<file path="src/logic/rf_pkg.sv">
package rf_pkg;

    // ----------------------------------------
    // Sizes
    // ----------------------------------------

    // Datapath width
    localparam int XLEN       = 32;
    // Register index width
    localparam int REG_ADDR_W = 5;
    localparam int NUM_REGS   = 32;
    // Pending write counter width, saturates at 3
    localparam int PEND_W     = 2;
    // Result queue entries, also the issue credit count
    localparam int RQ_DEPTH   = 4;
    // Initial credits of the write-back sink
    localparam int WB_CREDITS = 2;
    // Issue to queue entry in cycles
    localparam int ALU_LAT    = 2;

    // Derived widths
    localparam int RQ_PTR_W   = $clog2(RQ_DEPTH);
    localparam int RQ_CNT_W   = $clog2(RQ_DEPTH + 1);
    localparam int WB_CNT_W   = $clog2(WB_CREDITS + 1);
    localparam int SHAMT_W    = $clog2(XLEN);

    // ----------------------------------------
    // Basic types
    // ----------------------------------------

    typedef logic [XLEN-1:0]       word_t;
    typedef logic [REG_ADDR_W-1:0] reg_idx_t;
    typedef logic [PEND_W-1:0]     pend_t;
    typedef logic [RQ_PTR_W-1:0]   rq_ptr_t;
    typedef logic [RQ_CNT_W-1:0]   rq_cnt_t;
    typedef logic [WB_CNT_W-1:0]   wb_cnt_t;

    // ALU opcodes
    typedef enum logic [2:0] {
        OP_ADD,
        OP_SUB,
        OP_AND,
        OP_OR,
        OP_XOR,
        OP_SLL,
        OP_SRL
    } alu_op_e;

    // ----------------------------------------
    // Grouped signals
    // ----------------------------------------

    // Decoded instruction at the issue port
    typedef struct packed {
        alu_op_e  op;
        reg_idx_t rs1;
        reg_idx_t rs2;
        logic     read_rs1;
        logic     read_rs2;
        reg_idx_t rd;
        logic     write_rd;
        logic     use_imm;
        word_t    imm;
    } issue_req_t;

    // Request into the ALU pipeline
    typedef struct packed {
        alu_op_e  op;
        reg_idx_t rd;
        logic     write_rd;
        word_t    a;
        word_t    b;
    } exec_req_t;

    // Result leaving the queue
    typedef struct packed {
        reg_idx_t rd;
        logic     write_rd;
        word_t    data;
    } wb_t;

endpackage

</file>
<file path="src/logic/reg_storage.sv">
`timescale 1ns/1ns

module reg_storage (
    input  logic             clk_i,
    input  logic             rst_i,

    // Read ports
    input  rf_pkg::reg_idx_t rs1_addr_i,
    input  rf_pkg::reg_idx_t rs2_addr_i,
    output rf_pkg::word_t    rs1_data_o,
    output rf_pkg::word_t    rs2_data_o,

    // Write port from write-back
    input  logic             wb_fire_i,
    input  rf_pkg::wb_t      wb_i
);

    // Register array
    rf_pkg::word_t regs_q [rf_pkg::NUM_REGS];
    logic          we;

    // x0 is never a write target
    assign we = wb_fire_i && wb_i.write_rd && (wb_i.rd != '0);

    // ----------------------------------------
    // Write
    // ----------------------------------------
    always_ff @(posedge clk_i) begin
        if (!rst_i) begin
            for (int i = 0; i < rf_pkg::NUM_REGS; i++) begin
                regs_q[i] <= '0;
            end
        end else if (we) begin
            regs_q[wb_i.rd] <= wb_i.data;
        end
    end

    // Combinational reads
    assign rs1_data_o = regs_q[rs1_addr_i];
    assign rs2_data_o = regs_q[rs2_addr_i];

    // ----------------------------------------
    // Checks
    // ----------------------------------------

    // Zero register holds zero whatever write-back targets
    a_x0_zero: assert property (@(posedge clk_i) disable iff (!rst_i)
        regs_q[0] == '0);

endmodule

</file>
<file path="src/logic/reg_scoreboard.sv">
`timescale 1ns/1ns

module reg_scoreboard (
    input  logic             clk_i,
    input  logic             rst_i,

    // Lookup indices from the issue port
    input  rf_pkg::reg_idx_t rs1_i,
    input  rf_pkg::reg_idx_t rs2_i,
    input  rf_pkg::reg_idx_t rd_i,

    // Increment on issue
    input  logic             issue_fire_i,
    input  logic             issue_write_i,

    // Decrement on write-back
    input  logic             wb_fire_i,
    input  rf_pkg::wb_t      wb_i,

    // Status flags
    output logic             busy1_o,
    output logic             busy2_o,
    output logic             last1_o,
    output logic             last2_o,
    output logic             rd_full_o
);

    // One pending write counter per register
    rf_pkg::pend_t pend_q [rf_pkg::NUM_REGS];

    logic inc;
    logic dec;
    logic same_reg;

    // Writes to x0 are not tracked
    assign inc      = issue_fire_i && issue_write_i && (rd_i != '0);
    assign dec      = wb_fire_i && wb_i.write_rd && (wb_i.rd != '0);
    assign same_reg = (rd_i == wb_i.rd);

    // ----------------------------------------
    // Counter update
    // ----------------------------------------
    always_ff @(posedge clk_i) begin
        if (!rst_i) begin
            for (int i = 0; i < rf_pkg::NUM_REGS; i++) begin
                pend_q[i] <= '0;
            end
        end else begin
            // Increment and decrement on one counter cancel
            if (inc && !(dec && same_reg)) begin
                pend_q[rd_i] <= pend_q[rd_i] + rf_pkg::pend_t'(1);
            end
            if (dec && !(inc && same_reg)) begin
                pend_q[wb_i.rd] <= pend_q[wb_i.rd] - rf_pkg::pend_t'(1);
            end
        end
    end

    // Flags
    assign busy1_o   = (pend_q[rs1_i] != '0);
    assign busy2_o   = (pend_q[rs2_i] != '0);
    assign last1_o   = (pend_q[rs1_i] == rf_pkg::pend_t'(1));
    assign last2_o   = (pend_q[rs2_i] == rf_pkg::pend_t'(1));
    assign rd_full_o = (pend_q[rd_i] == '1);

    // ----------------------------------------
    // Checks
    // ----------------------------------------

    // Issue must stall on a saturated destination
    a_no_inc_sat: assert property (@(posedge clk_i) disable iff (!rst_i)
        (inc && !(dec && same_reg)) |-> (pend_q[rd_i] != '1));

    // Write-back only for registers that were issued
    a_no_dec_zero: assert property (@(posedge clk_i) disable iff (!rst_i)
        dec |-> (pend_q[wb_i.rd] != '0));

endmodule

</file>
<file path="src/logic/operand_issue.sv">
`timescale 1ns/1ns

module operand_issue (
    input  logic               clk_i,
    input  logic               rst_i,

    // Issue port
    input  logic               issue_valid_i,
    input  rf_pkg::issue_req_t issue_i,
    output logic               stall_o,

    // Storage read ports
    output rf_pkg::reg_idx_t   rs1_addr_o,
    output rf_pkg::reg_idx_t   rs2_addr_o,
    input  rf_pkg::word_t      rs1_data_i,
    input  rf_pkg::word_t      rs2_data_i,

    // Scoreboard flags
    input  logic               busy1_i,
    input  logic               busy2_i,
    input  logic               last1_i,
    input  logic               last2_i,
    input  logic               rd_full_i,

    // Write-back forward
    input  logic               wb_fire_i,
    input  rf_pkg::wb_t        wb_i,

    // Queue credit return
    input  logic               rq_credit_i,

    // To the ALU pipeline
    output logic               issue_fire_o,
    output rf_pkg::exec_req_t  exec_o
);

    rf_pkg::rq_cnt_t rq_cred_q;
    rf_pkg::word_t   op_a;
    rf_pkg::word_t   op_b;

    logic wb_write;
    logic fwd1;
    logic fwd2;
    logic haz1;
    logic haz2;
    logic rd_block;
    logic no_credit;

    assign rs1_addr_o = issue_i.rs1;
    assign rs2_addr_o = issue_i.rs2;

    // ----------------------------------------
    // Hazards and forwarding
    // ----------------------------------------

    assign wb_write = wb_fire_i && wb_i.write_rd;

    // Last pending write is leaving now
    assign fwd1 = busy1_i && last1_i && wb_write && (wb_i.rd == issue_i.rs1);
    assign fwd2 = busy2_i && last2_i && wb_write && (wb_i.rd == issue_i.rs2);

    assign haz1 = issue_i.read_rs1 && busy1_i && !fwd1;
    assign haz2 = issue_i.read_rs2 && busy2_i && !fwd2;

    // Destination counter has no room
    assign rd_block  = issue_i.write_rd && (issue_i.rd != '0) && rd_full_i;
    assign no_credit = (rq_cred_q == '0);

    assign stall_o      = issue_valid_i && (haz1 || haz2 || rd_block || no_credit);
    assign issue_fire_o = issue_valid_i && !stall_o;

    // ----------------------------------------
    // Operand select
    // ----------------------------------------
    always_comb begin
        // Unread sources give zero
        op_a = '0;
        op_b = '0;
        if (issue_i.read_rs1) begin
            op_a = fwd1 ? wb_i.data : rs1_data_i;
        end
        if (issue_i.read_rs2) begin
            op_b = fwd2 ? wb_i.data : rs2_data_i;
        end
        // Immediate replaces b
        if (issue_i.use_imm) begin
            op_b = issue_i.imm;
        end
    end

    assign exec_o.op       = issue_i.op;
    assign exec_o.rd       = issue_i.rd;
    assign exec_o.write_rd = issue_i.write_rd;
    assign exec_o.a        = op_a;
    assign exec_o.b        = op_b;

    // Queue credits, one spent per issue
    always_ff @(posedge clk_i) begin
        if (!rst_i) begin
            rq_cred_q <= rf_pkg::rq_cnt_t'(rf_pkg::RQ_DEPTH);
        end else begin
            case ({issue_fire_o, rq_credit_i})
                2'b10:   rq_cred_q <= rq_cred_q - rf_pkg::rq_cnt_t'(1);
                2'b01:   rq_cred_q <= rq_cred_q + rf_pkg::rq_cnt_t'(1);
                default: rq_cred_q <= rq_cred_q;
            endcase
        end
    end

    // Queue never returns more than was spent
    a_rq_cred_range: assert property (@(posedge clk_i) disable iff (!rst_i)
        rq_cred_q <= rf_pkg::rq_cnt_t'(rf_pkg::RQ_DEPTH));

endmodule

</file>
<file path="src/logic/alu_pipe.sv">
`timescale 1ns/1ns

module alu_pipe (
    input  logic              clk_i,
    input  logic              rst_i,

    // From issue
    input  logic              issue_fire_i,
    input  rf_pkg::exec_req_t exec_i,
    output logic              rq_credit_o,

    // Write-back port
    input  logic              wb_credit_i,
    output logic              wb_fire_o,
    output rf_pkg::wb_t       wb_o
);

    // Stage 1 request
    logic              s1_valid_q;
    rf_pkg::exec_req_t s1_q;

    // Stage 2 result
    logic              s2_valid_q;
    rf_pkg::wb_t       s2_q;
    rf_pkg::word_t     alu_res;

    // Result queue
    rf_pkg::wb_t       rq_mem [rf_pkg::RQ_DEPTH];
    rf_pkg::rq_ptr_t   wr_ptr_q;
    rf_pkg::rq_ptr_t   rd_ptr_q;
    rf_pkg::rq_cnt_t   rq_cnt_q;
    rf_pkg::wb_cnt_t   wb_cred_q;

    logic push;
    logic pop;
    logic empty;
    logic full;

    // ----------------------------------------
    // Pipeline
    // ----------------------------------------

    always_ff @(posedge clk_i) begin
        if (!rst_i) begin
            s1_valid_q <= 1'b0;
            s2_valid_q <= 1'b0;
        end else begin
            s1_valid_q <= issue_fire_i;
            s2_valid_q <= s1_valid_q;
        end
    end

    // Payload only
    always_ff @(posedge clk_i) begin
        s1_q         <= exec_i;
        s2_q.rd       <= s1_q.rd;
        s2_q.write_rd <= s1_q.write_rd;
        s2_q.data     <= alu_res;
    end

    // Opcode result with shifts on the low bits of b
    always_comb begin
        case (s1_q.op)
            rf_pkg::OP_ADD: alu_res = s1_q.a + s1_q.b;
            rf_pkg::OP_SUB: alu_res = s1_q.a - s1_q.b;
            rf_pkg::OP_AND: alu_res = s1_q.a & s1_q.b;
            rf_pkg::OP_OR:  alu_res = s1_q.a | s1_q.b;
            rf_pkg::OP_XOR: alu_res = s1_q.a ^ s1_q.b;
            rf_pkg::OP_SLL: alu_res = s1_q.a << s1_q.b[rf_pkg::SHAMT_W-1:0];
            rf_pkg::OP_SRL: alu_res = s1_q.a >> s1_q.b[rf_pkg::SHAMT_W-1:0];
            default:        alu_res = '0;
        endcase
    end

    // ----------------------------------------
    // Result queue
    // ----------------------------------------

    assign push  = s2_valid_q;
    assign empty = (rq_cnt_q == '0);
    assign full  = (rq_cnt_q == rf_pkg::rq_cnt_t'(rf_pkg::RQ_DEPTH));
    // Head leaves whenever the sink has credit
    assign pop   = !empty && (wb_cred_q != '0);

    always_ff @(posedge clk_i) begin
        if (push) begin
            rq_mem[wr_ptr_q] <= s2_q;
        end
    end

    always_ff @(posedge clk_i) begin
        if (!rst_i) begin
            wr_ptr_q <= '0;
            rd_ptr_q <= '0;
            rq_cnt_q <= '0;
        end else begin
            if (push) begin
                wr_ptr_q <= wr_ptr_q + rf_pkg::rq_ptr_t'(1);
            end
            if (pop) begin
                rd_ptr_q <= rd_ptr_q + rf_pkg::rq_ptr_t'(1);
            end
            case ({push, pop})
                2'b10:   rq_cnt_q <= rq_cnt_q + rf_pkg::rq_cnt_t'(1);
                2'b01:   rq_cnt_q <= rq_cnt_q - rf_pkg::rq_cnt_t'(1);
                default: rq_cnt_q <= rq_cnt_q;
            endcase
        end
    end

    // Sink credit counter
    always_ff @(posedge clk_i) begin
        if (!rst_i) begin
            wb_cred_q <= rf_pkg::wb_cnt_t'(rf_pkg::WB_CREDITS);
        end else begin
            case ({pop, wb_credit_i})
                2'b10:   wb_cred_q <= wb_cred_q - rf_pkg::wb_cnt_t'(1);
                2'b01:   wb_cred_q <= wb_cred_q + rf_pkg::wb_cnt_t'(1);
                default: wb_cred_q <= wb_cred_q;
            endcase
        end
    end

    assign wb_fire_o   = pop;
    assign wb_o        = rq_mem[rd_ptr_q];
    // Leaving entry frees an issue credit
    assign rq_credit_o = pop;

    // ----------------------------------------
    // Checks
    // ----------------------------------------

    // Issue credits keep the queue from overflowing
    a_no_push_full: assert property (@(posedge clk_i) disable iff (!rst_i)
        push |-> !full);

    // Sink returns credit only for results it has consumed
    a_wb_cred_bound: assert property (@(posedge clk_i) disable iff (!rst_i)
        wb_credit_i |-> (int'(wb_cred_q) - int'(pop)) < rf_pkg::WB_CREDITS);

endmodule

</file>
<file path="src/logic/regfile_subsys.sv">
`timescale 1ns/1ns

module regfile_subsys (
    input  logic               clk_i,
    input  logic               rst_i,

    // Issue port
    input  logic               issue_valid_i,
    input  rf_pkg::issue_req_t issue_i,
    output logic               stall_o,

    // Write-back port
    output logic               wb_valid_o,
    output rf_pkg::wb_t        wb_o,
    input  logic               wb_credit_i
);

    // Storage reads
    rf_pkg::reg_idx_t  rs1_addr;
    rf_pkg::reg_idx_t  rs2_addr;
    rf_pkg::word_t     rs1_data;
    rf_pkg::word_t     rs2_data;

    // Scoreboard flags
    logic busy1;
    logic busy2;
    logic last1;
    logic last2;
    logic rd_full;

    // Issue to ALU
    logic              issue_fire;
    rf_pkg::exec_req_t exec_req;
    logic              rq_credit;

    // ----------------------------------------
    // Blocks
    // ----------------------------------------

    reg_storage u_storage (
        .clk_i      (clk_i),
        .rst_i      (rst_i),
        .rs1_addr_i (rs1_addr),
        .rs2_addr_i (rs2_addr),
        .rs1_data_o (rs1_data),
        .rs2_data_o (rs2_data),
        .wb_fire_i  (wb_valid_o),
        .wb_i       (wb_o)
    );

    // Looks up the same sources the storage reads
    reg_scoreboard u_scoreboard (
        .clk_i         (clk_i),
        .rst_i         (rst_i),
        .rs1_i         (rs1_addr),
        .rs2_i         (rs2_addr),
        .rd_i          (issue_i.rd),
        .issue_fire_i  (issue_fire),
        .issue_write_i (issue_i.write_rd),
        .wb_fire_i     (wb_valid_o),
        .wb_i          (wb_o),
        .busy1_o       (busy1),
        .busy2_o       (busy2),
        .last1_o       (last1),
        .last2_o       (last2),
        .rd_full_o     (rd_full)
    );

    operand_issue u_issue (
        .clk_i         (clk_i),
        .rst_i         (rst_i),
        .issue_valid_i (issue_valid_i),
        .issue_i       (issue_i),
        .stall_o       (stall_o),
        .rs1_addr_o    (rs1_addr),
        .rs2_addr_o    (rs2_addr),
        .rs1_data_i    (rs1_data),
        .rs2_data_i    (rs2_data),
        .busy1_i       (busy1),
        .busy2_i       (busy2),
        .last1_i       (last1),
        .last2_i       (last2),
        .rd_full_i     (rd_full),
        .wb_fire_i     (wb_valid_o),
        .wb_i          (wb_o),
        .rq_credit_i   (rq_credit),
        .issue_fire_o  (issue_fire),
        .exec_o        (exec_req)
    );

    alu_pipe u_alu (
        .clk_i        (clk_i),
        .rst_i        (rst_i),
        .issue_fire_i (issue_fire),
        .exec_i       (exec_req),
        .rq_credit_o  (rq_credit),
        .wb_credit_i  (wb_credit_i),
        .wb_fire_o    (wb_valid_o),
        .wb_o         (wb_o)
    );

endmodule

</file>
<file path="config.mk">
export PLATFORM = sky130hd
export DESIGN_NAME = regfile_subsys
export DESIGN_NICKNAME = d
export VERILOG_FILES = /design/src/logic/rf_pkg.sv /design/src/logic/reg_storage.sv /design/src/logic/reg_scoreboard.sv /design/src/logic/operand_issue.sv /design/src/logic/alu_pipe.sv /design/src/logic/regfile_subsys.sv
export SDC_FILE = /design/constraint.sdc
export NUM_CORES = 2
export LEC_CHECK = 0
export ABC_AREA = 1
export BUFFER_PORTS_ARGS = -buffer_cell sky130_fd_sc_hd__buf_2
export CAP_MARGIN = 20
export CORE_MARGIN = 3
export CORE_UTILIZATION = 44
export DETAILED_ROUTE_END_ITERATION = 7
export GPL_ROUTABILITY_DRIVEN = 0
export PLACE_DENSITY_LB_ADDON = 0.15
export RECOVER_POWER = 100
export SLEW_MARGIN = 20
export SYNTH_ARGS = -nofsm -noshare
export SYNTH_HDL_FRONTEND = slang
export SYNTH_SLANG_ARGS = --single-unit
</file>
<file path="constraint.sdc">
create_clock -name clk_i -period 4.3 [get_ports clk_i]
set_input_delay 0 -clock clk_i [delete_from_list [all_inputs] [get_ports clk_i]]
set_output_delay 0 -clock clk_i [all_outputs]
set_load 0.01 [all_outputs]
</file>
# After elaboration in Yosys (flattened, before gate mapping)
# Memory sizes are Yosys's and may differ from the RTL's. A register that Yosys moved wholly into a read port is not among the register bits.
# Cells that the tools add are included.
[word_totals]
ff_bits = 125
ram_bits = 1240
inputBits = 58
out_inout_bits = 40
mem_count = 3
[classes]
add_sub_neg = 12
n_eq_ne = 18
shifts = 2
muxes = 31
n_bitwise = 3
reduce_logical = 46
[memory_table]
columns = ["name", "depth", "width", "rd", "rd_ports_with_merged_regs", "write_ports", "line", "source"]
rows = [
  ["u_storage.regs_q", 32, 32, 2, 0, 32, "reg_storage.sv:19", "rf_pkg::word_t regs_q [rf_pkg::NUM_REGS];"],
  ["u_alu.rq_mem", 4, 38, 1, 1, 1, "alu_pipe.sv:28", "rf_pkg::wb_t rq_mem [rf_pkg::RQ_DEPTH];"],
  ["u_scoreboard.pend_q", 32, 2, 4, 0, 32, "reg_scoreboard.sv:29", "rf_pkg::pend_t pend_q [rf_pkg::NUM_REGS];"],
]
[ops]
columns = ["operator", "n"]
rows = [
  ["case mux 32 bit (7 select lines)", 1],
  ["two-way mux 32 bit", 5],
  ["adder 32 bit", 1],
  ["bitwise AND 32 bit", 1],
  ["OR 32 bit", 1],
  ["OR reduction 32 bit", 1],
  ["<< shifter 32 x 5 -> 32 bit", 1],
  [">> shifter 32 x 5 -> 32 bit", 1],
  ["subtractor 32 bit", 1],
  ["XOR 32 bit", 1],
  ["logical AND 1 bit", 23],
  ["== test 5 bit", 3],
  ["two-way mux 1 bit", 15],
  ["two-way mux 5 bit", 3],
  ["case mux 3 bit (2 select lines)", 2],
  ["nonzero test 2 bit", 6],
  ["== test 2 x 1 -> 1 bit, second input constant", 5],
  ["nonzero test 5 bit", 2],
  ["== test 3 bit, second input constant", 3],
  ["zero test 3 bit", 3],
  ["adder 2 x 1 -> 2 bit, second input constant", 4],
  ["== test 2 bit, second input constant", 4],
  ["two-way mux 2 bit", 4],
  ["adder 3 x 1 -> 3 bit, second input constant", 2],
  ["8 further kinds", 19],
]

# Logic depth before layout (Yosys ltp)
[logic_depth]
depth_word = 24
ltp_mapped = 28
ltp_nobuf = 26

# Hierarchy
# From an unflattened synthesis, not the netlist that was laid out.
[hier_totals]
hier_cells = 10834
hier_area_um2 = 81570.7
[by_module_without_submodules]
columns = ["mod", "instances", "cells_per_inst", "area_each_um2"]
rows = [
  ["reg_storage", 1, 7188, 56360.3],
  ["alu_pipe", 1, 2206, 16812.4],
  ["reg_scoreboard", 1, 1008, 6307.3],
  ["operand_issue", 1, 432, 2090.8],
]

# Worst setup path before layout
# No wires, ideal clock.
[synth_path]
path_type = "flip-flop to flip-flop"
start = "reg u_alu.s1_q[1] (netlist bit)"
end = "reg u_alu.s2_q[31] (netlist bit)"
setup_ns = 0.121
arrival_ns = 4.012
required_ns = 4.179
path_slack_ns = 0.166
stages_incl_launch_ff = 26
path_buffers = 3
cell_sequence = "dfxtp_1 inv_1 clkbuf_1 clkbuf_1 buf_1 ha_1 nand3_1 nor3_1 nand2_1 nor3_1 nand2_1 nand2_1 o21ai_0 a21oi_1 xor2_1 ha_1 nand2_1 nor4_1 nand3_1 nand3_1 nand2_1 o211ai_1 a21o_1 nand2_1 nand3_1 nand2_1"
[synth_via]
elab_chain_cells = 2
word_cells_on_any_way = 5
classes_between = "add/sub (2); shift (2); mux (1)"
[synth_lines]
columns = ["item", "line", "source"]
rows = [
  ["from (decl)", "alu_pipe.sv:20", "rf_pkg::exec_req_t s1_q;"],
  ["from (signal assigned)", "alu_pipe.sv:55", "s1_q <= exec_i;"],
  ["subtractor 32 bit, or another cell as far along", "alu_pipe.sv:65", "rf_pkg::OP_SUB: alu_res = s1_q.a - s1_q.b;"],
  ["case mux 32 bit (7 select lines) (*)", "alu_pipe.sv:63", "case (s1_q.op)"],
  ["via u_alu.alu_res[31]", "alu_pipe.sv:25", "rf_pkg::word_t alu_res;"],
  ["to (decl)", "alu_pipe.sv:24", "rf_pkg::wb_t s2_q;"],
]
# The timed path passes the listed nets; every way through them passes the cells marked *.
# A chain may end at the register's enable or synchronous reset.

==> results.md <==
- Clk root buf: clkbuf_16
- Crit path DAT: 4.62 ns
- Nets: 9594
- Peak Freq: 240 MHz
- Core Util, Final: 49.7%
- Latest clock arrival within the worst-skew pair: 0.81 ns
- Hold path start: issue_i[39]
- Multi-input logic area: 0.0321 sq mm
- Synth top area share: 47.9%
- Minimum clock period: 4.17 ns
- Post-DP HPWL: 195000 microns
- Worst Path Required: 4.75 ns
- Clock network power share: 33.7%
- DR WL/cell: 26.8 microns
- Failing checks: DRC, capacitance limit, slew limit
- GRT Util Overall: 34.0%
- First-pass DRT Iterations: 8
- Library cells used by synthesis: 53
- Max Slew Vio Count: 195
- Vias: 73.9k
- Grt ovf: 0
- Cell Pwr Density: 458 mW/mm^2
- Synth Cell Area: 0.0778 sq mm
- First DRT Iteration DRCs: 11.8k
- First-pass GRT wire length: 458000 microns
- Leakage Power: 34.3 nW
- Total wire length: 318000 microns
- Status: complete, but fails checks
- Seq. cell area: 0.0398 sq mm
- Full die area: 0.182 sq mm
- Worst Path Max Fanout: 24
- Ys async rst share: 0%
- Post-Place Cells: 11.5k
- Drt drc: 15
- Min-delay worst type: in -> reg
- Rows: 153
- Die W: 426 microns
- Ys Warns: 0
- Fill cells: 16.5k
- Number of synthesized register bits: 1367
- Non-Filler Instances: 11.9k
- Fin Setup TNS: 0 ns
- Most frequent cells in the layout: nor2_1 (1603), nand2_1 (1263), edfxtp_1 (1240)
- Tot Pwr: 39.8 mW
- Largest net degree at the start of global routing: 171
- Clk pin slew, worst setup/hold paths: 0.06 ns
- Sequential share of the synthesized area: 51.1%
- Switching pwr: 14.5 mW
- Crit-path slowest cell: nor2_1
- Endpoints failing hold: 0
- Fin crit share: 97.0%
- CP peak stage delay: 0.61 ns
- Int Power: 25.3 mW
- Most common cell after layout, fill and taps aside: nor2_1
- Crit Path Class: reg -> reg
- I/O pin cnt: 98
- Area leader, netlist: edfxtp_1
- CTS H-tree depth: 4
- Switching Share: 36.5%
- Post-Synthesis Cells: 9511
- Starting Density: 44.5%
- Die height: 426 microns
- IO Port Bufs: 97
- Post-Syn Area per Cell: 8.18 sq um
- Clk buf depth: 3
- Placeable Area: 0.175 sq mm
- Vias per cell: 6.22
- Max-Cap Viols: 6
- Layout area overhead: 11.7%
- Routed Antenna Nets: 0
- Delay-heaviest family, CP: simple AND/OR/NAND/NOR gates
- Largest cells by area after synthesis: edfxtp_1 (48%), nor2_1 (7.7%), o21ai_0 (7.5%), a21oi_1 (7.4%), nand2_1 (6.2%)
- EDFF count, synth: 1240
- Ys flop type: edfxtp_1
- Fraction of layout cells with a size suffix above 1: 6.91%
- Most Frequent Cell on Critical Path: nand2_1
- Power share of the combinational group: 26.8%
- Buffer and inverter count on the worst path: 4
- Clock sink count: 1367
- Initial antenna violation count: 16
- Number of global-route vias before repair: 68.4k
- Sequential share of power: 39.5%
- Cells along the critical path: inv_2 > nand2_1 > nand3_1 > nand2_1 > nand2_1 > inv_1 > nand2_1 > nand2_1 > nor2_4 > nand2_1 > nor2_1 > inv_1 > nand2_1 > buf_6
- Setup violations, final: 0
- Unrepaired setup endpoints after global routing: false
- Worst Tran Pin Value: 2.89 ns
- TritonCTS clock tree: done
- Num CTS Buffers: 155
- Peak supply drop: 0.401 mV
- Clock Skews: 0.0370 ns
- Worst Setup End Kind: flop
- Startpoint types: flop
- Slew headroom: -92.6%
power groups by stage:
stage               clock (mW)  sequential [mW]  combinational, mW
floorplan                    0             15.8               6.05
global placement             0             16.0               10.3
detailed placement           0             16.0               10.4
CTS                       13.5             15.7               10.5
global route              14.0             15.8               11.2
finish                    13.4             15.7               10.7
cells by family (layout without fill, tap and decap cells):
kind of cell | count (synthesis) | after routing | synth area share [%]
simple gates | 3588 | 3588 | 18.7
other cells | 1 | 38 | 0.00482
fa+ha+maj | 108 | 108 | 1.77
xor+xnor | 38 | 38 | 0.428
mux | 14 | 14 | 0.180
flops | 1367 | 1367 | 51.1
compound gates | 2823 | 2823 | 20.0
buf+inv | 1572 | 1584 | 7.83
cell usage after synthesis, types with 19 or more instances:
| library cell | n |
|---|---|
| o31ai_1 | 19 |
| a221oi_1 | 65 |
| nor2_1 | 1602 |
| nand2_1 | 1275 |
| o211ai_1 | 242 |
| o22ai_1 | 24 |
| clkbuf_1 | 542 |
| a32oi_1 | 32 |
| dfxtp_1 | 127 |
| edfxtp_1 | 1240 |
| buf_1 | 136 |
| buf_2 | 120 |
| inv_2 | 21 |
| nand4_1 | 26 |
| a22oi_1 | 38 |
| nor3_1 | 23 |
| o21ai_0 | 1166 |
| ha_1 | 105 |
| inv_1 | 736 |
| xor2_1 | 38 |
| a21oi_1 | 1150 |
| nand3_1 | 596 |
metal layers:
metal / part of all wire, % / up-vias / GRT usage [%]
met5: 0.030 / - / 0
met4: 6.4 / 14 / 18.9
met3: 13 / 1029 / 8.33
met2: 43 / 5157 / 51.2
met1: 38 / 35099 / 44.9
li1: - / 32597 / -
timing repair:
action / 4_1_cts / 5_1_grt
hold buffers: 125 / 0
gates resized for setup: 0 / 5
setup buffers: 0 / 3
setup endpoints to repair: 0 / 7
hold endpoints to repair: 89 / 0
worst reg2reg max path, stage by stage, from the launching register on:
cell and delay (ns):
dfxtp_2 0.40, inv_2 0.20, nand2_1 0.09, nand3_1 0.14, nand2_1 0.29, nand2_1 0.19
inv_1 0.21, nand2_1 0.13, nand2_1 0.11, nor2_4 0.17, nand2_1 0.14, nor2_1 0.61
inv_1 0.19, nand2_1 0.48, buf_6 0.44
final cells by class:
type,instances,area share [%]
Clock buffer,202,4.91
Multi-Input combinational cell,6605,36.9
Antenna cell,4,0.0115
Clock inverter,83,0.873
Tap cell,2325,3.35
Inverter,765,3.34
Timing Repair Buffer,534,4.80
Sequential cell,1367,45.8
final timing paths:
kind | slack [ns] | depth (start not counted) | endpoint
min reg2reg | 0.33 | 0 | u_alu.s2_q[33]
max | 0.13 | 14 | u_storage.regs_q[17][1]
min | 0.05 | 5 | u_alu.s1_q[3]
max reg2reg | 0.13 | 14 | u_storage.regs_q[17][1]
flip-flops by register name (all words and copies together), names as in the netlist, named ones only:
signal               flops
u_alu.rq_mem           152
u_alu.wr_ptr_q           2
u_scoreboard.pend_q     64
u_alu.rq_cnt_q           3
u_alu.push               1
u_storage.regs_q      1024
u_alu.s1_q              73
u_alu.s1_valid_q         1
u_alu.rd_ptr_q           2
u_alu.wb_cred_q          2
u_issue.rq_cred_q        3
u_alu.s2_q              38
per-stage QoR:
stage | setup WS, ns | area [sq um] | hold slack (ns)
final | 0.127 | 86900 | 0.0500
after global routing | 0.00245 | 86900 | 0.0613
after detailed placement | 0.274 | 81200 | 0.104
after global placement | 0.324 | 81200 | 0.111
after CTS | 0.218 | 87400 | 0.0139
after floorplan | 0.166 | 77900 | 0.0277
(Power assumes the default switching activity.)
